**src/include/pipe_macros.svh**
```systemverilog
// Data widths, instruction field positions, data RAM depth and multiply length
`ifndef PIPE_MACROS_SVH
`define PIPE_MACROS_SVH

`define PIPE_XLEN        32  // Data path width
`define PIPE_REG_AW      5   // Register address width
`define PIPE_PC_W        10  // Instruction word address width

`define PIPE_OP_HI       31
`define PIPE_OP_LO       28
`define PIPE_RD_HI       27
`define PIPE_RD_LO       23
`define PIPE_RS1_HI      22
`define PIPE_RS1_LO      18
`define PIPE_RS2_HI      17
`define PIPE_RS2_LO      13
`define PIPE_IMM_HI      12  // Signed immediate down to bit 0

`define PIPE_DMEM_WORDS  16
`define PIPE_MUL_CYCLES  4   // Execute occupancy of one multiply

`endif

```
**src/fetch_stage.sv**
```systemverilog
// Fetch stage: program counter, instruction request and fetch register
`timescale 1ns/1ps
`default_nettype none
`include "pipe_macros.svh"

module fetch_stage (
    input  wire                    clk_i,
    input  wire                    rst_i,
    input  wire                    front_stall_i,
    input  wire                    front_flush_i,
    input  wire                    redirect_i,
    input  wire [`PIPE_PC_W-1:0]   redirect_pc_i,
    output logic [`PIPE_PC_W-1:0]  imem_addr_o,
    input  wire [31:0]             imem_data_i,
    input  wire                    imem_ready_i,
    output logic                   fetch_ready_o,
    output logic [31:0]            if_instr_o,
    output logic [`PIPE_PC_W-1:0]  if_pc_o,
    output logic                   if_valid_o
);

    logic [`PIPE_PC_W-1:0] pc_q;  // Address of the outstanding request
    logic                  take;  // Arriving word goes into the fetch register

    assign fetch_ready_o = imem_ready_i;
    assign take = imem_ready_i && !front_stall_i && !front_flush_i;

    // Next request, issued this cycle
    always_comb begin
        if (redirect_i) begin
            imem_addr_o = redirect_pc_i;
        end else if (take) begin
            imem_addr_o = pc_q + `PIPE_PC_W'(1);
        end else begin
            imem_addr_o = pc_q;  // Repeat the request
        end
    end

    always_ff @(posedge clk_i) begin
        if (rst_i) begin
            pc_q       <= '0;
            if_valid_o <= 1'b0;
        end else begin
            pc_q <= imem_addr_o;
            if (front_flush_i) begin
                if_valid_o <= 1'b0;  // Drop the word in flight
            end else if (!front_stall_i) begin
                if_valid_o <= imem_ready_i;
            end
        end
    end

    always_ff @(posedge clk_i) begin
        if (take) begin
            if_instr_o <= imem_data_i;
            if_pc_o    <= pc_q;
        end
    end

endmodule

`default_nettype wire

```
**config.mk**
```make
export PLATFORM = sky130hd
export DESIGN_NAME = fetch_stage
export DESIGN_NICKNAME = d
export VERILOG_FILES = /design/src/fetch_stage.sv
export VERILOG_INCLUDE_DIRS = /design/src /design/src/include
export SDC_FILE = /design/constraint.sdc
export NUM_CORES = 1
export LEC_CHECK = 0
export ABC_CLOCK_PERIOD_IN_PS = 3600
export BUFFER_PORTS_ARGS = -buffer_cell sky130_fd_sc_hd__buf_2
export CORE_MARGIN = 3
export CORE_UTILIZATION = 45
export CTS_CLUSTER_SIZE = 12
export DETAILED_ROUTE_END_ITERATION = 8
export GPL_TIMING_DRIVEN = 0
export PLACE_DENSITY = 0.83
export SYNTH_ARGS = -nofsm -noshare
export SYNTH_HDL_FRONTEND = slang
export SYNTH_SLANG_ARGS = --single-unit
```
**constraint.sdc**
```tcl
create_clock -name clk_i -period 3.6 [get_ports clk_i]
set_clock_uncertainty 0.15 [all_clocks]
set_input_delay 0.72 -clock clk_i [delete_from_list [all_inputs] [get_ports clk_i]]
set_output_delay 0.72 -clock clk_i [all_outputs]
set_load 0.05 [all_outputs]
```
**Word level (Yosys, flattened, before mapping)**

Index checks and enable logic that the tools add are counted.

- $add $sub $neg: 1
- Multipliers: 0
- Divide/modulo/power cells: 0
- Order comparisons: 0
- Eq/ne operators: 0
- Shifts and indexed selects: 0
- Mux-type cells: 2
- Bitwise logic cells: 0
- Reduce and logical (&&, ||, !) cells: 5

Operator list:

| cell | count |
|---|---|
| $mux W10 | 2 |
| $add A10 B1 Y10 const B | 1 |
| $logic_and A1 B1 Y1 | 2 |
| $logic_not A1 Y1 | 2 |
| $reduce_or A2 Y1 | 1 |

- Register bits after elaboration: 53
- Bits in latches: 0
- Bits in writable memories: 0
- ROM bits: 0
- Input bits: 48
- Output and inout port bits: 54
- Word-level logic and storage cells: 12
- Memories kept: 0

**Longest topological paths before layout**

Gate-level depths: netlist of run 1.

- Word-level depth: 5
- Gate-level depth with buffers: 5
- Depth with buffers taken out: 4

**Worst setup path before layout of run 1**

Ideal clock, no wire load.

- Kind: input -> output
- Start point: input port front_stall_i
- End point: output port imem_addr_o[5]
- Arrival: 3.246 ns
- Required time: 2.730 ns
- Path slack: -0.516 ns
- Stages on the path: 5
- Buffers on the path: 1
- Path through: or3b_1 > buf_6 > clkinv_1 > a311oi_1 > nor3_1

- Cells in the longest elaborated chain, start to end: 5

RTL lines:

| element | line | source |
|---|---|---|
| start: declaration | fetch_stage.sv:9 | `input wire front_stall_i,` |
| $logic_not A1 Y1 | n/a |  |
| $logic_and A1 B1 Y1 (2 in a row) | fetch_stage.sv:26 | `assign take = imem_ready_i && !front_stall_i && !front_flush_i;` |
| named net take | fetch_stage.sv:23 | `logic take;` |
| $mux W10 | fetch_stage.sv:32 | `end else if (take) begin` |
| $mux W10 | fetch_stage.sv:30 | `if (redirect_i) begin` |
| end: declaration | fetch_stage.sv:13 | `` output logic [`PIPE_PC_W-1:0] imem_addr_o, `` |

The timed path passes the listed nets, and every way through them passes these cells.

**Worst setup path after layout of run 1**

Ends and elaborated chain as after synthesis.

==> impl_metrics.yaml, run 1 <==
status:
  status: "finished clean"
routing:
  ant_nets: 0
  dr_total_vias: 1541
  wl_per_cell_um: 14.6
  vias_per_cell: 5.26
  drt_iter0_drc: 70
  drc: 0
  dr.pass1.iters: 4
  wl_mm: 4.29
setup_path:
  worst_setup_path_end_kind: "primary output"
  path_max_fanout: 48
  cp.arrival_ns: 2.41
  cp.required_ns: 2.73
  crit_path_start_kind: "input pin"
  cp_top_family: "buffers and inverters"
  cp_num_buf_inv: 4
  cp_slowest_cell: "or3b_1"
  slowest_delay_ns: 0.40
  path_common_cell: "buf_2"
  critical_path_class: "input pin to primary output"
  cp_cell_sequence: "buf_2 > or3b_1 > buf_6 > clkinv_4 > a311oi_1 > nor3_2 > buf_2"
clocking:
  root_buffer: "clkbuf_8"
  clk_latency_ns: 0.29
  ctsHtreeMaxLevel: 2
  cts_inserted_buffers: 5
  cts_setup_buffers: 0
  clkSlewWorstSetupHoldPaths_ns: 0.08
  cts_num_sinks: 53
  cts.path.max_buffers: 2
  cts-resized-gates: 1
  hold_buffers: 0
  cts_tree: "done"
floorplan:
  rows: 23
  fp.coreArea_sq_um: 4140
  initial_utilization: 0.483
  dieHeight_um: 72.7
  ios: 102
  fp.dieW_um: 72.7
  die-area_sq_um: 5290
timing:
  hold_slack_ns: 0.340
  setup_viol: 0
  max_freq_mhz: 305
  period_needed_ns: 3.28
  hold_violations: 0
  rsz0062_at_grt: "false"
  drv_slew: 0
  fin_crit_sh: 0.910
  setup_tns_ns: 0
  max_slew_margin: 0.677
  worst_pin_slew_ns: 0.480
  setup_slack_ns: 0.325
global_routing:
  grt_pass1_vias: 1422
  grtUsageMet2: 0.262
  grtUsageMet1: 0.199
  top_usage_layer: "met2"
  antenna_found_initial: 0
  gr-total-overflow: 0
  grt_max_degree: 49
  track_usage: 0.161
  use_met3: 0.0496
  grt_pass1_wl_mm: 6.46
cells_and_area:
  antenna_cells: 0
  nFillCells: 312
  area_growth_pct: 32.9
  finalNetCount: 291
  layout-drive-gt1-share: 0.473
synthesis:
  synthMostInstantiatedCell: "edfxtp_1"
  muxShareOfSynthArea: 0.0150
  synth_flop_cell: "edfxtp_1"
  yosysUniqueCellTypes: 34
  syn-instance-count: 134
  avgSynthCellArea_sq_um: 14.9
  synth_area_leader_cell: "edfxtp_1"
  synth_xor_area_frac: 0.00875
  ys_seq_area_frac: 0.740
  synth_top_area_frac: 0.630
  synth_fa_ha_area_frac: 0.00625
  synth-edff-count: 42
  synthesis.nets: 183
  yosys-top-cells-area: "edfxtp_1 (63%), dfxtp_1 (11%), nor2_1 (1.7%), mux2i_1 (1.5%), nand3_1 (1.5%)"
  synth_seq_cells: 53
  synthTopCellsByCount: "edfxtp_1 (42), dfxtp_1 (11), nor2_1 (9), nand3_1 (6)"
  synth_async_sr_flop_share: 0
  synth_compound_area_frac: 0.0731
  synth-simple-area-share: 0.136
  yosysWarnings: 0
  synth_area_sq_um: 2000
  synth_top_family_by_area: "simple AND/OR/NAND/NOR gates"
min_path:
  hold_path_class: "register to register"
power_and_ir_drop:
  switching_share: 0.282
  p_leak_uw: 0.00109
  sequentialPowerShare: 0.572
  cellPowerDensity_nw_per_um2: 466
  combPwrFrac: 0.184
  ir_worst_vdd_v: 0.000248
  clockPowerShare: 0.244
  p_sw_uw: 349
  p_int_uw: 890
  total_power_uw: 1240
placed_design:
  dp_hpwl_mm: 3.32
  port_buffers: 101
  gp_congestion: 0.891
  place_ws_ns: -0.0129
flow_run:
  maxCapViolations: 0
## through the flow
stage               area, sq um  utilization  instances
global route               2660        0.642        293
floorplan                  2010            -        134
global placement           2580        0.622        285
detailed placement         2580        0.622        285
CTS                        2660        0.642        293
finish                     2660        0.642        293
## cell families (layout without fill, tap and decap cells)
group | Yosys count | in the layout
flip-flops | 53 | 53
AND/OR/NAND/NOR | 45 | 45
AO/OA/AOI/OAI | 22 | 22
buffers and inverters | 8 | 117
multiplexers | 3 | 3
XOR/XNOR | 2 | 2
adder cells (fa/ha/maj) | 1 | 1
## sequential cells by signal, summed over array words and instances, names as in the netlist
| name | cells |
|---|---|
| if_instr_o | 32 |
| if_pc_o | 10 |
| if_valid_o | 1 |
| pc_q | 10 |
## layer usage
| layer | wire length (um) | vias to the layer above |
|---|---|---|
| met1 | 1710 | 703 |
| met4 | 40 | 0 |
| met3 | 578 | 5 |
| met5 | 0 | - |
| met2 | 1960 | 91 |
| li1 | - | 742 |
## cell type report
cell class	count	area, sq um	area share
tap	50	62.6	0.0235
inverter	3	16.3	0.00611
multi-input combinational	73	484	0.182
timing repair buffer	101	505	0.190
buffer	5	30.0	0.0113
sequential	53	1480	0.557
clock inverter	1	5.00	0.00188
clock buffer	7	76.3	0.0287
## placed cells by master (no fill, tap or decap), types with 4 or more instances in the layout
cell      instances
clkbuf_8          5
a21oi_1           4
nand4_1           4
nand3_1           6
clkbuf_1          5
a31oi_1           4
nor2_1            9
nor2b_1           4
nor4_1            4
dfxtp_1          11
edfxtp_1         42
buf_2           101
o21ai_0           4
## power groups by stage
| stage | combinational (uW) | sequential [uW] | clock [uW] |
|---|---|---|---|
| 2_1_floorplan | 89.2 | 794 | 0 |
| 3_3_place_gp | 226 | 723 | 0 |
| 3_5_place_dp | 229 | 724 | 0 |
| 4_1_cts | 230 | 710 | 315 |
| 5_1_grt | 243 | 714 | 338 |
| 6_report | 228 | 709 | 302 |
## worst paths after layout
path | slack, ns | end | cells past startpoint | start
worst max register to register | 1.97 | pc_q[6] | 4 | pc_q[0]
worst min-delay path | 0.34 | if_pc_o[9] | 0 | pc_q[9]
worst min register to register | 0.34 | if_pc_o[9] | 0 | pc_q[9]
worst max-delay path | 0.32 | imem_addr_o[5] | 7 | front_stall_i
(Power assumes the default switching activity.)
==> run 2, diff against run 1 <==
--- a/config.mk
+++ b/config.mk
@@ -7,13 +7,13 @@
 export NUM_CORES = 1
 export LEC_CHECK = 0
 export ABC_CLOCK_PERIOD_IN_PS = 3600
-export BUFFER_PORTS_ARGS = -buffer_cell sky130_fd_sc_hd__buf_2
 export CORE_MARGIN = 3
-export CORE_UTILIZATION = 45
+export CORE_UTILIZATION = 61
 export CTS_CLUSTER_SIZE = 12
 export DETAILED_ROUTE_END_ITERATION = 8
+export DONT_BUFFER_PORTS = 1
 export GPL_TIMING_DRIVEN = 0
-export PLACE_DENSITY = 0.83
+export PLACE_DENSITY = 0.81
 export SYNTH_ARGS = -nofsm -noshare
 export SYNTH_HDL_FRONTEND = slang
 export SYNTH_SLANG_ARGS = --single-unit
==> run 2 against run 1 <==
Sequential power is 11% higher. Cell area is 19% lower. Via count is 24% lower. Critical endpoint is now imem_addr_o[4].
==> impl_metrics.yaml, run 2 (synthesis gave the netlist of run 1 again) <==
floorplan:
  ios: 102
  dieHeight_um: 63.3
  fp.coreArea_sq_um: 3100
  rows: 20
  fp.dieW_um: 63.3
  initial_utilization: 0.645
  die-area_sq_um: 4000
clocking:
  ctsHtreeMaxLevel: 2
  cts.path.max_buffers: 2
  cts_setup_buffers: 0
  clkSlewWorstSetupHoldPaths_ns: 0.14
  hold_buffers: 0
  cts_inserted_buffers: 5
  cts_num_sinks: 53
  clk_latency_ns: 0.36
  root_buffer: "clkbuf_4"
  cts_tree: "done"
setup_path:
  cp_top_family: "compound AO/OA/AOI/OAI gates"
  r2r_slack_ns: 1.85
  critical_path_class: "input pin to primary output"
  reg2reg_from: "pc_q[1]"
  reg2reg_depth: 4
  worst_setup_path_end_kind: "primary output"
  worstReg2RegEnd: "pc_q[6]"
  cp.arrival_ns: 2.52
  slowest_delay_ns: 0.64
  cp_num_buf_inv: 2
  path_max_fanout: 48
  crit_path_start_kind: "input pin"
  cp_cell_sequence: "or3b_1 > buf_6 > inv_4 > nand3_1 > a31oi_2"
  cp_slowest_cell: "a31oi_2"
  cp.required_ns: 2.73
timing:
  worst_pin_slew_ns: 1.03
  max_slew_margin: 0.318
  rsz0062_at_grt: "false"
  setup_tns_ns: 0
  drv_slew: 0
  setup_viol: 0
  hold_violations: 0
  fin_crit_sh: 0.943
  max_freq_mhz: 295
  period_needed_ns: 3.39
  setup_slack_ns: 0.207
placed_design:
  place_ws_ns: -0.156
  gp_congestion: 0.853
  port_buffers: 0
  dp_hpwl_mm: 2.84
  placed_area_sq_um: 2060
global_routing:
  track_usage: 0.196
  gr-total-overflow: 0
  grt_pass1_vias: 1125
  antenna_found_initial: 0
  grt_max_degree: 49
  grt_pass1_wl_mm: 5.90
cells_and_area:
  largest_reg_flops: 32
  finalNetCount: 190
  antenna_cells: 0
  top_regs: "if_instr_o x32, if_pc_o x10, pc_q x10"
  top_register: "if_instr_o"
  final_cell_mix: "edfxtp_1 (42), dfxtp_1 (11), nor2_1 (9), nand3_1 (6), clkbuf_4 (5)"
  layout-drive-gt1-share: 0.134
  utilization: 0.691
  area_growth_pct: 7.13
  final_common_cell: "edfxtp_1"
  finalInstanceArea_sq_um: 2140
power_and_ir_drop:
  p_leak_uw: 0.000683
  cellPowerDensity_nw_per_um2: 531
  total_power_uw: 1140
  ir_worst_vdd_v: 0.000324
status:
  status: "finished clean"
routing:
  wl_per_cell_um: 20.2
  ant_nets: 0
  drt_iter0_drc: 67
  dr.pass1.iters: 4
  dr_total_vias: 1172
  drc: 0
  wl_mm: 3.77
  vias_per_cell: 6.30
min_path:
  hold_path_end: "pc_q[5]"
  hold-path-cell-count: 1
  hp-start: "rst_i"
  hold_path_class: "input pin to register"
flow_run:
  maxCapViolations: 0
run 2: worst max-delay path by stage:
stage,endpoint,slack (ns),cells after the start,start
6_report,imem_addr_o[4],0.21,5,front_stall_i
5_1_grt,imem_addr_o[4],0.09,5,front_stall_i
4_1_cts,imem_addr_o[4],0.07,5,front_stall_i
3_5_place_dp,imem_addr_o[4],-0.16,5,front_stall_i
3_3_place_gp,imem_addr_o[4],-0.15,5,front_stall_i
2_1_floorplan,imem_addr_o[4],0.05,5,front_stall_i
run 2: layout make-up:
class | instances | area, sq um
plain buffers | 5 | 30.0
clock buffers | 6 | 41.3
clock inverters | 2 | 13.8
fillers | 228 | 958
inverters | 3 | 13.8
multi-input cells | 73 | 509
flip-flops and latches | 53 | 1480
well taps | 44 | 55.1
run 2: through the flow:
stage          hold WS, ns  std cells
6_report             0.265        186
2_1_floorplan        0.287        134
4_1_cts              0.266        186
3_3_place_gp         0.309        178
5_1_grt              0.238        186
3_5_place_dp         0.322        178
run 2: routing by layer:
layer  vias to the layer above  GRT usage  share of wire  routed length [um]
met4                         0     0.0728          0.019                  72
met1                       545      0.217           0.36                1350
li1                        542          -              -                   -
met2                        77      0.339           0.53                2010
met5                         -          0              0                   0
met3                         8     0.0766          0.090                 339
run 2: worst reg2reg max path, stage by stage (launching register included):
cell     delay, ns
dfxtp_1       0.48
ha_1          0.23
nand3_1       0.17
o31a_2        0.39
nor4_1        0.25
run 2: power by group:
| part | internal [uW] | switching [uW] |
|---|---|---|
| Combinational | 24.6 | 79.0 |
| Clock | 78.4 | 169 |
| Sequential | 695 | 91.7 |
run 2: what timing repair did:
| item | in CTS | in global routing |
|---|---|---|
| gates cloned | 0 | 0 |
| gates resized for setup | 5 | 1 |
| endpoints found under the setup margin | 5 | 1 |
==> run 3, diff against run 2 <==
--- a/config.mk
+++ b/config.mk
@@ -14,6 +14,7 @@
 export DONT_BUFFER_PORTS = 1
 export GPL_TIMING_DRIVEN = 0
 export PLACE_DENSITY = 0.81
+export RECOVER_POWER = 100
 export SYNTH_ARGS = -nofsm -noshare
 export SYNTH_HDL_FRONTEND = slang
 export SYNTH_SLANG_ARGS = --single-unit
==> constraint.sdc (replaced) <==
create_clock -name clk_i -period 3.6 [get_ports clk_i]
set_clock_uncertainty 0.15 [all_clocks]
set_input_delay 0.18 -clock clk_i [delete_from_list [all_inputs] [get_ports clk_i]]
set_output_delay 0.18 -clock clk_i [all_outputs]
set_load 0.05 [all_outputs]
==> run 3 against run 2 <==
The run now ends with max-capacitance violations left. Critical path type is now register to primary output. Sequential share of layout area fell by 12 points. Worst setup slack better by 0.29 ns. Die area unchanged. Global-route usage grew 5.4 points. Register-to-register slack lost 0.44 ns. Sequential power about the same. Routed wire length grew 32%. Cell area increased by 22%. Core utilization grew 15 points. Cell count rose by 26%. Largest power group unchanged. Sequential cell count unchanged.
==> impl_metrics.yaml, run 3 (synthesis gave the netlist of run 1 again) <==
timing:
  hold_violations: 0
  max_slew_margin: 0.00954
  hold_slack_ns: 0.0111
  setup_viol: 0
  max_freq_mhz: 322
  setup_slack_ns: 0.498
  rsz0062_at_grt: "false"
  worst_pin_slew_ns: 1.47
  drv_slew: 0
  setup_tns_ns: 0
  period_needed_ns: 3.10
  fin_crit_sh: 0.862
power_and_ir_drop:
  ir_worst_vdd_v: 0.000331
  combPwrFrac: 0.115
  clockPowerShare: 0.256
  sequentialPowerShare: 0.628
  total_power_uw: 1260
  p_sw_uw: 357
  p_leak_uw: 0.000889
  switching_share: 0.284
  cellPowerDensity_nw_per_um2: 481
  p_int_uw: 899
global_routing:
  grt_pass1_vias: 1428
  gr-total-overflow: 0
  grt_max_degree: 29
  antenna_found_initial: 0
  grt_pass1_wl_mm: 7.42
  track_usage: 0.249
routing:
  dr.pass1.iters: 4
  wl_mm: 4.97
  drc: 0
  dr_total_vias: 1426
  vias_per_cell: 6.07
  wl_per_cell_um: 21.1
  drt_iter0_drc: 109
  ant_nets: 0
cells_and_area:
  nFillCells: 184
  layout-drive-gt1-share: 0.0628
  top_register: "if_instr_o"
  final_cell_mix: "dlygate4sd3_1 (48), edfxtp_1 (42), dfxtp_1 (11), nor2_1 (9)"
  final_common_cell: "dlygate4sd3_1"
  finalNetCount: 239
  area_growth_pct: 30.5
  finalNonFillerCells: 235
  largest_reg_flops: 32
  top_regs: "if_instr_o x32, if_pc_o x10, pc_q x10"
  antenna_cells: 0
clocking:
  clkSlewWorstSetupHoldPaths_ns: 0.15
  cts.path.max_buffers: 2
  cts_num_sinks: 53
  root_buffer: "clkbuf_4"
  cts_tree: "done"
  ctsHtreeMaxLevel: 2
  clk_latency_ns: 0.36
  cts_inserted_buffers: 5
placed_design:
  dp.cells: 179
  port_buffers: 0
  dp_hpwl_mm: 2.99
  gp_congestion: 0.838
  place_ws_ns: 0.582
floorplan:
  fp.dieW_um: 63.3
  dieHeight_um: 63.3
  rows: 20
  die-area_sq_um: 4000
  ios: 102
  fp.coreArea_sq_um: 3100
  initial_utilization: 0.645
min_path:
  hold_path_class: "input pin to register"
setup_path:
  critical_path_class: "register to primary output"
  cp.arrival_ns: 2.77
  cp.required_ns: 3.27
  path_max_fanout: 7
  crit_path_start_kind: "register"
  worst_setup_path_end_kind: "primary output"
flow_run:
  maxCapViolations: 1
status:
  status: "complete, but fails checks"
  violations: "max-capacitance violations"
==> run 3: cell types whose count changed in the layout (fill, tap and decap cells not counted), moves of 2 or more <==
cell           delta
a21oi_1           +2
a21oi_2           -2
clkbuf_1          +2
dlygate4sd3_1    +48
==> run 3: worst max-delay path: stages (launching register included) <==
cell and delay (ns):
dfxtp_1 0.49, ha_1 0.23, nand3_1 0.16, o31a_2 0.38
nor3_1 1.15
==> run 3: path summary, 6_finish.rpt <==
check                           slack [ns]        endpoint  depth (start not counted)        from
worst min register to register        0.39      if_pc_o[7]                          0     pc_q[7]
worst max register to register        1.41         pc_q[5]                          4     pc_q[2]
worst min-delay path                  0.01         pc_q[3]                          3  redirect_i
worst max-delay path                  0.50  imem_addr_o[6]                          4     pc_q[0]
==> run 3: per-stage QoR <==
stage,instance area [sq um],utilization
2_1_floorplan,2000,-
3_3_place_gp,2060,0.663
3_5_place_dp,2080,0.672
4_1_cts,2650,0.853
5_1_grt,2610,0.842
6_report,2610,0.842
==> run 3: layer usage <==
metal	global-route usage	share of wire	vias up
li1	-	-	638
met1	0.273	0.37	675
met2	0.469	0.54	97
met3	0.0660	0.066	16
met4	0.0728	0.023	0
met5	0	0	-
==> run 3: cell type report <==
type / instances / area, sq um / share of cell area
sequential: 53 / 1480 / 0.567
timing repair buffer: 49 / 484 / 0.185
multi-input combinational: 73 / 480 / 0.184
tap: 44 / 55.1 / 0.0211
clock inverter: 3 / 43.8 / 0.0168
clock buffer: 5 / 37.5 / 0.0144
buffer: 5 / 18.8 / 0.00718
inverter: 3 / 11.3 / 0.00431
==> run 3: power groups by stage <==
stage	Clock, uW	Combinational, uW	Sequential, uW
6_report	322	145	789
3_5_place_dp	0	102	802
3_3_place_gp	0	96.5	801
5_1_grt	354	155	792
2_1_floorplan	0	88.6	795
4_1_cts	327	145	788
==> run 3: repair_timing <==
item | CTS | global route
endpoints found under the hold margin | 43 | 0
setup buffers | 0 | 0
hold buffers | 48 | 0
gates resized for setup | 0 | 0
