$ cat src/include/pipe_macros.svh
// Data widths, instruction field positions, data RAM depth and multiply length
`ifndef PIPE_MACROS_SVH
`define PIPE_MACROS_SVH

`define PIPE_XLEN        32  // Data path width
`define PIPE_REG_AW      5   // Register address width
`define PIPE_PC_W        10  // Instruction word address width

`define PIPE_OP_HI       31
`define PIPE_OP_LO       28
`define PIPE_RD_HI       27
`define PIPE_RD_LO       23
`define PIPE_RS1_HI      22
`define PIPE_RS1_LO      18
`define PIPE_RS2_HI      17
`define PIPE_RS2_LO      13
`define PIPE_IMM_HI      12  // Signed immediate down to bit 0

`define PIPE_DMEM_WORDS  16
`define PIPE_MUL_CYCLES  4   // Execute occupancy of one multiply

`endif

$ cat src/pipe_pkg.sv
// Opcode and forwarding-select types of the pipeline
`default_nettype none

package pipe_pkg;

    // Codes 12 to 15 are unused and act as NOP
    typedef enum logic [3:0] {
        OP_NOP  = 4'd0,
        OP_ADD  = 4'd1,
        OP_SUB  = 4'd2,
        OP_AND  = 4'd3,
        OP_OR   = 4'd4,
        OP_XOR  = 4'd5,
        OP_ADDI = 4'd6,
        OP_MUL  = 4'd7,
        OP_LW   = 4'd8,
        OP_SW   = 4'd9,
        OP_BEQ  = 4'd10,
        OP_BNE  = 4'd11
    } opcode_e;

    typedef enum logic [1:0] {
        FWD_NONE = 2'd0,  // Register file value
        FWD_EXE  = 2'd1,  // Result of the execute stage
        FWD_WB   = 2'd2   // Write-back value
    } fwd_sel_e;

endpackage

`default_nettype wire

$ cat src/writeback_stage.sv
// Writeback stage: data RAM, load and store, register write-back and retire port
`timescale 1ns/1ps
`default_nettype none
`include "pipe_macros.svh"

module writeback_stage (
    input  wire                      clk_i,
    input  wire                      rst_i,
    input  pipe_pkg::opcode_e        ex_wb_op_i,
    input  wire [`PIPE_REG_AW-1:0]   ex_wb_rd_i,
    input  wire [`PIPE_XLEN-1:0]     ex_wb_res_i,
    input  wire [`PIPE_XLEN-1:0]     ex_wb_sdata_i,
    input  wire                      ex_wb_valid_i,
    output logic [`PIPE_REG_AW-1:0]  wb_rd_o,
    output logic                     wb_we_o,
    output logic [`PIPE_XLEN-1:0]    wb_data_o,
    output logic                     retire_valid_o,
    output logic [`PIPE_REG_AW-1:0]  retire_rd_o,
    output logic [`PIPE_XLEN-1:0]    retire_data_o
);

    localparam int DAW = $clog2(`PIPE_DMEM_WORDS);

    logic [`PIPE_XLEN-1:0] dmem [`PIPE_DMEM_WORDS];
    logic [DAW-1:0]        addr;

    assign addr = ex_wb_res_i[DAW-1:0];  // Low bits of the sum

    // Only register writers and stores reach this stage
    assign wb_we_o   = ex_wb_valid_i && (ex_wb_op_i != pipe_pkg::OP_SW);
    assign wb_rd_o   = ex_wb_rd_i;
    assign wb_data_o = (ex_wb_op_i == pipe_pkg::OP_LW) ? dmem[addr] : ex_wb_res_i;

    assign retire_valid_o = wb_we_o && (wb_rd_o != '0);  // x0 writes stay silent
    assign retire_rd_o    = wb_rd_o;
    assign retire_data_o  = wb_data_o;

    always_ff @(posedge clk_i) begin
        if (rst_i) begin
            for (int i = 0; i < `PIPE_DMEM_WORDS; i++) begin
                dmem[i] <= '0;
            end
        end else if (ex_wb_valid_i && (ex_wb_op_i == pipe_pkg::OP_SW)) begin
            dmem[addr] <= ex_wb_sdata_i;
        end
    end

endmodule

`default_nettype wire

$ cat config.mk
export PLATFORM = sky130hd
export DESIGN_NAME = writeback_stage
export DESIGN_NICKNAME = d
export VERILOG_FILES = /design/src/pipe_pkg.sv /design/src/writeback_stage.sv
export VERILOG_INCLUDE_DIRS = /design/src /design/src/include
export SDC_FILE = /design/constraint.sdc
export NUM_CORES = 1
export LEC_CHECK = 0
export BUFFER_PORTS_ARGS = -buffer_cell sky130_fd_sc_hd__buf_2
export CORE_MARGIN = 2
export CORE_UTILIZATION = 45
export DETAILED_ROUTE_END_ITERATION = 6
export PLACE_DENSITY_LB_ADDON = 0.25
export SYNTH_ARGS = -nofsm -noshare
export SYNTH_HDL_FRONTEND = slang
export SYNTH_SLANG_ARGS = --single-unit
$ cat constraint.sdc
create_clock -name clk_i -period 2.5 [get_ports clk_i]
set_input_delay 0.375 -clock clk_i [delete_from_list [all_inputs] [get_ports clk_i]]
set_output_delay 0.375 -clock clk_i [all_outputs]
set_load 0.02 [all_outputs]
# [After elaboration in Yosys (flattened, before gate mapping)]
# Memory sizes are Yosys's and may differ from the RTL's.
# Index checks and enable logic that the tools add are counted.
[totals] register_bits=0 latchBits=0 ram_bits=512 mem_bits_ro=0 output_inout_bits=76 elab_cells=18 n_memories=1
[op_classes] add_sub_neg=0 mul=0 n_div=0 magnitude_cmp=0 eq_ne=3 n_shift=0 mux=9 bitwise=0 reduce_logical=5
[mem_list] memory="dmem" words=16 word_bits=32 rd=1 rd_ports_with_merged_regs=0 wr=16 line="writeback_stage.sv:24" source="logic [`PIPE_XLEN-1:0] dmem [`PIPE_DMEM_WORDS];"
[ops] operator="2-to-1 mux 32 bit" n=2
[ops] operator="OR reduction 32 bit" n=1
[ops] operator="== test 4 bit (second input constant)" n=2
[ops] operator="2-to-1 mux 1 bit" n=6
[ops] operator="nonzero test 5 bit" n=1
[ops] operator="2-to-1 mux 4 bit" n=1
[ops] operator="inequality test 4 bit (second input constant)" n=1
[ops] operator="logical AND 1 bit" n=3

# [Longest topological paths before layout]
# Gate-level depths: netlist of run 1.
[depth] depth_word=7 depth_mapped=8

# [Least setup slack after synthesis of run 1]
# OpenSTA, ideal clock, no wires.
[synth_path] path_type="input-to-output" from="in ex_wb_op_i[0]" to="out wb_data_o[2]" arrival_time_ns=2.099 required_time_ns=2.125 setup_slack_ns=0.026 stages=5 path_buffers=3 path_cell_list="or4b_1 buf_2 buf_2 o31ai_1 buf_4"
[synth_via] elab_chain_cells=2
[synth_rtl] element="start: declaration" line="writeback_stage.sv:9" source="input pipe_pkg::opcode_e ex_wb_op_i,"
[synth_rtl] element="== test 4 bit" line="writeback_stage.sv:32" source="assign wb_data_o = (ex_wb_op_i == pipe_pkg::OP_LW) ? dmem[addr] : ex_wb_res_i;"
[synth_rtl] element="2-to-1 mux 32 bit" line="writeback_stage.sv:32"
[synth_rtl] element="end: declaration" line="writeback_stage.sv:16" source="output logic [`PIPE_XLEN-1:0] wb_data_o,"
# Every way passes these cells.

# [Final worst setup path of run 1]
[layout_path] from="mem dmem[12][1] in the netlist's numbering" to="out wb_data_o[1]"
[layout_via] elab_chain_cells=2
[layout_rtl] element="start: declaration" line="writeback_stage.sv:24"
[layout_rtl] element="memory (16 x 32 bit)"
[layout_rtl] element="2-to-1 mux 32 bit" line="writeback_stage.sv:32"
# Every way passes these cells.

==> out/metrics.cfg, run 1 <==
[floorplanning]
core-area_um2 = 52400
die_h_um = 234
die-width_um = 234
row_count = 84
initial_utilization_pct = 45.5
die-area_um2 = 54800
io_pins = 152

[layout]
multi_input_area_um2 = 7860
postLayoutCoreUtil_pct = 53.7
top_regs = dmem (512)
largest_register_ffs = 512
top_register = dmem
syn_to_final_growth_pct = 18.1
antennaDiodeCount = 0
final-seq-area_um2 = 15400
final_cells = 2405
final_nets = 1753
final_layout_size_suffix_gt1_share_pct = 32.6
fillerInstances = 4210

[yosys]
synth_nets = 1584
synthArstFlopShare_pct = 0
synthFlopType = edfxtp_1
syn_area_per_cell_um2 = 15.8
synth.top_cell.area_share_pct = 64.5
synth.area.top_cells = edfxtp_1 65%, and2_1 13%, mux4_2 12%, mux2i_1 2.4%, buf_4 1.8%
synth_edf_count = 512
yosysWarnings = 0
syn_area_um2 = 23800
synthTopCellsByCount = 512 x and2_1, 512 x edfxtp_1, 128 x mux4_2
syn_inst = 1508
synth-seq-area-share_pct = 64.5
synth_cell_types = 38
synth_seq_cells = 512
synth_top_area_cell = edfxtp_1

[timing]
slew_violations = 0
fin_crit_ns = 2.55
fmax_mhz = 392
fin_crit_sh_pct = 102
rsz0062_at_grt = yes
setup_viol = 5
tightest_slew_ns = 0.577
fin_hold_ws_ns = 0.232
worst_slack_ns = -0.0526
slew_headroom_pct = 61.5
finalHoldViolCount = 0

[job]
maxCapViolCount = 0

[worst_hold_path]
hold_end = dmem[7][20]$_SDFFCE_PN0P_
worstHoldPathType = input pin to flop
min_path_cells = 2
min_from = ex_wb_sdata_i[20]

[power_and_ir_drop]
total_power_mw = 19.5
power_frac_seq_pct = 51.0
p_sw_mw = 4.36
swShare_pct = 22.3
ir_worst_vdd_mv = 0.495
pwr_density_cell_nw_per_um2 = 694
leakage_nw = 10.2
comb_power_share_pct = 9.2
p_int_mw = 15.2
power_frac_clock_pct = 39.8

[detailed_routing]
drt-initial-drc-count = 1266
wl_per_cell_um = 26.7
via_per_inst = 5.58
drc = 0
num_vias = 13400
detail-route-antenna-nets = 0
first_pass_iters = 5
totalWireLength_um = 64100

[worst_setup_path]
worstPathArrival_ns = 2.18
crit_type = flop to output port
worstPathRequired_ns = 2.12
crit_path_start_kind = flop
endpoint_kind = output port
path_max_fanout = 2

[cts]
cts_sinks = 512
tritoncts = done
h-tree-depth = 2
cts_buffer_depth = 3
cts_hold_buf = 0
cts_root_buffer = clkbuf_16
numCtsBuffers = 53
path_clk_slew_ns = 0.06

[global_route]
grt_max_degree = 33
grt.total_usage_pct = 24.0
grt_pass1_wl_um = 93500
grt-ovfl-total = 0
grt_antenna_before_repair = 4
grt_pass1_vias = 14000

[place]
place_inst = 2297
pre_cts_ws_ns = 0.00813
gp_congestion = 0.771
numPortBuffers = 151
dp_hpwl_um = 38100

[outcome]
outcome = complete, but fails checks
violations = negative setup slack

per-stage QoR:
| step | setup TNS [ns] | instance area, µm² |
|---|---|---|
| final | -0.182 | 28200 |
| after global routing | -0.978 | 28200 |
| after CTS | -0.533 | 27800 |
| after detailed placement | 0 | 26000 |
| after global placement | 0 | 26000 |
| after floorplan | 0 | 23800 |
kinds of logic (layout without fill, tap and decap cells):
family	after synthesis	count (layout)	share of synthesized area [%]
flops	512	512	64.5
buf+inv	172	381	4.02
mux	187	187	14.6
simple gates	597	597	15.5
compound gates	40	40	1.39
worst max path at each step:
stage                               from          endpoint  slack [ns]  cells past startpoint
2_1_floorplan              ex_wb_op_i[0]      wb_data_o[2]        0.03                      5
3_3_place_gp              ex_wb_res_i[2]     wb_data_o[21]        0.01                      7
3_5_place_dp              ex_wb_res_i[2]     wb_data_o[21]       0.008                      7
4_1_cts        dmem[14][1]$_SDFFCE_PN0P_  retire_data_o[1]       -0.08                      5
5_1_grt        dmem[14][1]$_SDFFCE_PN0P_      wb_data_o[1]       -0.12                      5
6_report       dmem[12][1]$_SDFFCE_PN0P_      wb_data_o[1]       -0.05                      5
power by group through the flow:
stage / clock, mW / combinational [mW] / sequential, mW
after detailed placement: 0 / 1.69 / 10.1
final: 7.78 / 1.81 / 9.96
after CTS: 7.88 / 1.74 / 9.96
after floorplan: 0 / 1.01 / 10.1
after global placement: 0 / 1.68 / 10.1
after global routing: 8.20 / 1.91 / 9.99
routing by layer:
metal / vias up / GRT usage, % / part of all wire, %
met4: 0 / 5.32 / 2.1
met3: 88 / 4.29 / 6.9
met1: 6981 / 32.1 / 40
met2: 496 / 41.2 / 51
li1: 5865 / - / -
met5: - / 0 / 0
area by class of cell:
class                      instances  share of cell area [%]
clock buffer                      73                    5.13
timing repair buffer             286                    8.48
tap                              688                    3.06
sequential                       512                    54.6
multi-input combinational        824                    27.9
clock inverter                    22                   0.804
timing repair:
| item | 4_1_cts | 5_1_grt |
|---|---|---|
| endpoints found under the setup margin | 35 | 52 |
| gates resized for setup | 40 | 43 |
| buffers inserted | 0 | 15 |
| pin swaps | 3 | 2 |
worst max-delay path: stages, from the launching register on:
cell      delay, ns
edfxtp_1       0.36
mux4_2         0.51
mux2i_1        0.16
nor2_1         0.08
a221o_1        0.31
buf_2          0.17
layout by cell type (no fill, tap or decap), types with 2 or more instances in the layout:
cell	synthesis	final
clkinv_1	0	10
mux2i_1	57	40
o22ai_1	2	2
buf_16	0	2
nor2_1	11	5
o221ai_1	27	12
nor3_4	0	4
buf_4	56	102
buf_12	0	38
o221ai_2	0	13
o31ai_4	0	2
bufinv_16	0	5
nand3_2	2	2
clkinv_2	0	6
mux4_2	128	128
mux2i_2	0	8
nor2b_1	3	3
o221ai_4	0	2
mux2i_4	0	9
and2_1	512	512
edfxtp_1	512	512
buf_2	54	131
clkbuf_16	0	55
or2_2	16	16
nor2_2	6	12
clkbuf_1	49	18
buf_6	3	12
nand2_1	31	31
nand2b_1	3	2
Power figures use the tool's default switching activity.
==> inputs of run 2 (changes only) <==
- PLACE_DENSITY_LB_ADDON: 0.25 -> 0.1
- SKIP_CTS_REPAIR_TIMING: not set -> 1
==> out/metrics.cfg, run 2 (same netlist as run 1, synthesis figures left out) <==
[place]
pre_cts_ws_ns = -0.0168  ; was 0.00813 ns
gp_congestion = 0.757  ; was 0.771
numPortBuffers = 151  ; unchanged
place_inst = 2289  ; was 2,297
dp_hpwl_um = 40000  ; was 38,100 µm

[floorplanning]
io_pins = 152  ; unchanged
die-width_um = 234  ; unchanged
initial_utilization_pct = 45.5  ; unchanged
core-area_um2 = 52400  ; unchanged
die_h_um = 234  ; unchanged
die-area_um2 = 54800  ; unchanged
row_count = 84  ; unchanged

[timing]
slew_violations = 0  ; unchanged
rsz0062_at_grt = yes  ; unchanged
fin_hold_ws_ns = 0.231  ; was 0.232 ns
fin_tns_setup_ns = -0.225  ; was -0.182 ns
setup_viol = 6  ; was 5
fmax_mhz = 392  ; about the same
finalHoldViolCount = 0  ; unchanged
fin_crit_ns = 2.55  ; about the same
fin_crit_sh_pct = 102  ; about the same
worst_slack_ns = -0.0510  ; was -0.0526 ns
tightest_slew_ns = 0.595  ; was 0.577 ns
slew_headroom_pct = 60.3  ; was 61.5%

[cts]
path_clk_slew_ns = 0.06  ; about the same
numCtsBuffers = 55  ; was 53
h-tree-depth = 2  ; unchanged
cts_root_buffer = clkbuf_16  ; unchanged
tritoncts = done  ; unchanged
cts_buffer_depth = 3  ; unchanged
cts_sinks = 512  ; unchanged

[detailed_routing]
drc = 0  ; unchanged
drt-initial-drc-count = 1254  ; was 1,266
wl_per_cell_um = 28.2  ; was 26.7 µm
first_pass_iters = 5  ; unchanged
num_vias = 13300  ; was 13,400
detail-route-antenna-nets = 0  ; unchanged
totalWireLength_um = 67200  ; was 64,100 µm
via_per_inst = 5.58  ; about the same

[worst_setup_path]
crit_path_start_kind = flop  ; unchanged
endpoint_kind = output port  ; unchanged
worstPathRequired_ns = 2.12  ; about the same
path_max_fanout = 2  ; unchanged
crit_start = dmem[14][2]$_SDFFCE_PN0P_  ; was dmem[12][1]$_SDFFCE_PN0P_
crit_type = flop to output port  ; unchanged
cp-endpoint = wb_data_o[2]  ; was wb_data_o[1]
worstPathArrival_ns = 2.18  ; about the same

[outcome]
outcome = complete, but fails checks  ; unchanged
violations = negative setup slack  ; unchanged

[layout]
final_nets = 1732  ; was 1,753
top_register = dmem  ; unchanged
antennaDiodeCount = 0  ; unchanged
largest_register_ffs = 512  ; unchanged
syn_to_final_growth_pct = 17.4  ; was 18.1%
final_cells = 2383  ; was 2,405
fillerInstances = 4239  ; was 4,210
most-common-layout-cells = 512 x and2_1, 512 x edfxtp_1, 133 x buf_2, 128 x mux4_2, 67 x buf_4  ; was 512 x and2_1, 512 x edfxtp_1, 131 x buf_2, 128 x mux4_2, 102 x buf_4
top_regs = dmem (512)  ; unchanged
final_layout_size_suffix_gt1_share_pct = 31.4  ; was 32.6%

[global_route]
grt.total_usage_pct = 25.1  ; was 24.0%
grt-ovfl-total = 0  ; unchanged
grt_max_degree = 33  ; unchanged
grt_pass1_vias = 13700  ; was 14,000
grt_antenna_before_repair = 6  ; was 4
grt_pass1_wl_um = 96300  ; was 93,500 µm

[power_and_ir_drop]
leakage_nw = 10.1  ; was 10.2 nW
total_power_mw = 19.3  ; was 19.5 mW
pwr_density_cell_nw_per_um2 = 689  ; was 694 nW/µm²
ir_worst_vdd_mv = 0.527  ; was 0.495 mV

[worst_hold_path]
worstHoldPathType = input pin to flop  ; unchanged

[job]
maxCapViolCount = 0  ; unchanged

run 2: worst min path at each step:
stage | cells past startpoint | slack (ns) | to | startpoint
finish | 2 | 0.23 | dmem[1][11]$_SDFFCE_PN0P_ | ex_wb_sdata_i[11]
global route | 2 | 0.22 | dmem[0][13]$_SDFFCE_PN0P_ | ex_wb_sdata_i[13]
CTS | 2 | 0.20 | dmem[6][11]$_SDFFCE_PN0P_ | ex_wb_sdata_i[11]
detailed placement | 2 | 0.84 | dmem[10][13]$_SDFFCE_PN0P_ | ex_wb_sdata_i[13]
global placement | 2 | 0.84 | dmem[10][13]$_SDFFCE_PN0P_ | ex_wb_sdata_i[13]
floorplan | 1 | 0.57 | dmem[0][0]$_SDFFCE_PN0P_ | ex_wb_sdata_i[0]
run 2: cell type report:
cell class              count  area (µm²)  area share [%]
repair buffers            263        2300            8.23
clock inverters            26         178           0.635
clock buffers              70        1430            5.12
multi-input cells         824        7830            28.0
flip-flops and latches    512       15400            55.0
well taps                 688         861            3.08
run 2: report_power, final:
group	switching [mW]	total (mW)	internal [mW]	leakage (nW)
clock	3.33	7.56	4.22	0.788
combinational	0.993	1.76	0.771	4.46
sequential	0.114	9.96	9.85	4.86
total	4.44	19.3	14.8	10.1
run 2: layer usage:
metal | wire, µm | vias to the layer above | GRT usage (%)
li1 | - | 5823 | -
met1 | 29100 | 6919 | 35.7
met2 | 31900 | 441 | 40.0
met3 | 4380 | 109 | 4.46
met4 | 1800 | 2 | 7.04
met5 | 12 | - | 0
run 2: per-stage QoR:
step,util [%],instance area [µm²]
after floorplan,-,23800
after global placement,49.7,26100
after detailed placement,49.7,26100
after CTS,52.8,27700
after global routing,53.3,28000
final,53.3,28000
run 2: critical path: stages, from the launching register on:
cell,delay (ns)
edfxtp_1,0.37
mux4_2,0.47
mux2_4,0.29
o21ai_4,0.16
o31ai_4,0.12
buf_2,0.17
==> inputs of run 3 (changes only) <==
==> constraint.sdc (replaced) <==
create_clock -name clk_i -period 2.5 [get_ports clk_i]
set_input_delay 0.5 -clock clk_i [delete_from_list [all_inputs] [get_ports clk_i]]
set_output_delay 0.5 -clock clk_i [all_outputs]
set_load 0.02 [all_outputs]
==> out/metrics.cfg, run 3 (same netlist as run 1, synthesis figures left out) <==
[timing]
finalHoldViolCount = 0  ; unchanged
fin_crit_ns = 2.64  ; was 2.55 ns
fin_hold_ws_ns = 0.371  ; was 0.231 ns
fin_tns_setup_ns = -2.24  ; was -0.225 ns
rsz0062_at_grt = yes  ; unchanged
worst_slack_ns = -0.140  ; was -0.0510 ns
slew_headroom_pct = 68.8  ; was 60.3%
fin_crit_sh_pct = 106  ; was 102%
tightest_slew_ns = 0.466  ; was 0.595 ns
slew_violations = 0  ; unchanged
setup_viol = 42  ; was 6
fmax_mhz = 379  ; was 392 MHz

[floorplanning]
row_count = 84  ; unchanged
initial_utilization_pct = 45.5  ; unchanged
die-width_um = 234  ; unchanged
die_h_um = 234  ; unchanged
io_pins = 152  ; unchanged
core-area_um2 = 52400  ; unchanged
die-area_um2 = 54800  ; unchanged

[layout]
most-common-layout-cells = 512 x and2_1, 512 x edfxtp_1, 128 x mux4_2, 108 x buf_2, 108 x buf_4  ; was 512 x and2_1, 512 x edfxtp_1, 133 x buf_2, 128 x mux4_2, 67 x buf_4
final_nets = 1775  ; was 1,732
final_layout_size_suffix_gt1_share_pct = 34.2  ; was 31.4%
syn_to_final_growth_pct = 21.1  ; was 17.4%
top_regs = dmem (512)  ; unchanged
postLayoutCoreUtil_pct = 55.0  ; was 53.3%
fillerInstances = 4126  ; was 4,239
top_register = dmem  ; unchanged
final_cells = 2431  ; was 2,383
final_area_um2 = 28900  ; was 28,000 µm²
largest_register_ffs = 512  ; unchanged

[outcome]
outcome = complete, but fails checks  ; unchanged
violations = negative setup slack  ; unchanged

[worst_setup_path]
cp_cell_sequence = mux4_2 -> mux2i_1 -> nor2_1 -> a221o_1 -> buf_6  ; was mux4_2 -> mux2_4 -> o21ai_4 -> o31ai_4 -> buf_2
worstSetupPathDepth = 5  ; unchanged
crit_path_start_kind = flop  ; unchanged
path_max_fanout = 2  ; unchanged
crit_family = multiplexers  ; unchanged
cp_slowest_stage_delay_ns = 0.51  ; was 0.47 ns
crit_type = flop to output port  ; unchanged
path_buf_inv = 1  ; unchanged
endpoint_kind = output port  ; unchanged
worstPathArrival_ns = 2.14  ; was 2.18 ns
cp_slowest_cell = mux4_2  ; unchanged
worstPathRequired_ns = 2.00  ; was 2.12 ns

[power_and_ir_drop]
total_power_mw = 19.5  ; was 19.3 mW
ir_worst_vdd_mv = 0.629  ; was 0.527 mV
leakage_nw = 10.5  ; was 10.1 nW
pwr_density_cell_nw_per_um2 = 675  ; was 689 nW/µm²

[detailed_routing]
drc = 0  ; unchanged
drt-initial-drc-count = 1227  ; was 1,254
via_per_inst = 5.59  ; was 5.58
first_pass_iters = 5  ; unchanged
detail-route-antenna-nets = 0  ; unchanged
totalWireLength_um = 67700  ; was 67,200 µm
num_vias = 13600  ; was 13,300
wl_per_cell_um = 27.9  ; was 28.2 µm

[job]
maxCapViolCount = 0  ; unchanged

[place]
gp_congestion = 0.771  ; was 0.757
pre_cts_ws_ns = -0.132  ; was -0.0168 ns
place_inst = 2310  ; was 2,289
dp_hpwl_um = 40200  ; was 40,000 µm
postPlaceCellArea_um2 = 26300  ; was 26,100 µm²
numPortBuffers = 151  ; unchanged

[global_route]
grt-ovfl-total = 0  ; unchanged
grt_pass1_vias = 13900  ; was 13,700
grt.total_usage_pct = 24.8  ; was 25.1%
grt_antenna_before_repair = 7  ; was 6
grt_max_degree = 31  ; was 33
grt_pass1_wl_um = 95800  ; was 96,300 µm

[cts]
numCtsBuffers = 55  ; unchanged
path_clk_slew_ns = 0.06  ; about the same
cts_sinks = 512  ; unchanged
cts_buffer_depth = 3  ; unchanged
cts_root_buffer = clkbuf_16  ; unchanged
h-tree-depth = 2  ; unchanged
tritoncts = done  ; unchanged

[worst_hold_path]
min_path_cells = 2  ; unchanged
worstHoldPathType = input pin to flop  ; unchanged

[run 3: power by group]
| part | switching (mW) | internal (mW) |
|---|---|---|
| Combinational | 1.05 | 0.908 |
| Sequential | 0.113 | 9.85 |
| Clock | 3.25 | 4.33 |
[run 3: metal layers]
layer	up-vias	wire length [µm]	GRT usage (%)	share of wire, %
met5	-	23	0	0.034
met4	4	1790	7.81	2.6
met3	102	4570	4.11	6.8
met2	495	32000	39.0	47
met1	7057	29300	35.7	43
li1	5920	-	-	-
[run 3: cell type report]
type	count	area (µm²)	area share [%]
clock buffer	73	1440	5.00
clock inverter	26	185	0.641
tap	688	861	2.98
antenna	2	5.00	0.0173
timing repair buffer	306	3000	10.4
multi-input combinational	824	8000	27.7
sequential	512	15400	53.3
[run 3: final timing paths]
check	startpoint	slack [ns]	to
worst max-delay path	dmem[10][1]$_SDFFCE_PN0P_	-0.14	retire_data_o[1]
worst min-delay path	ex_wb_sdata_i[31]	0.37	dmem[6][31]$_SDFFCE_PN0P_
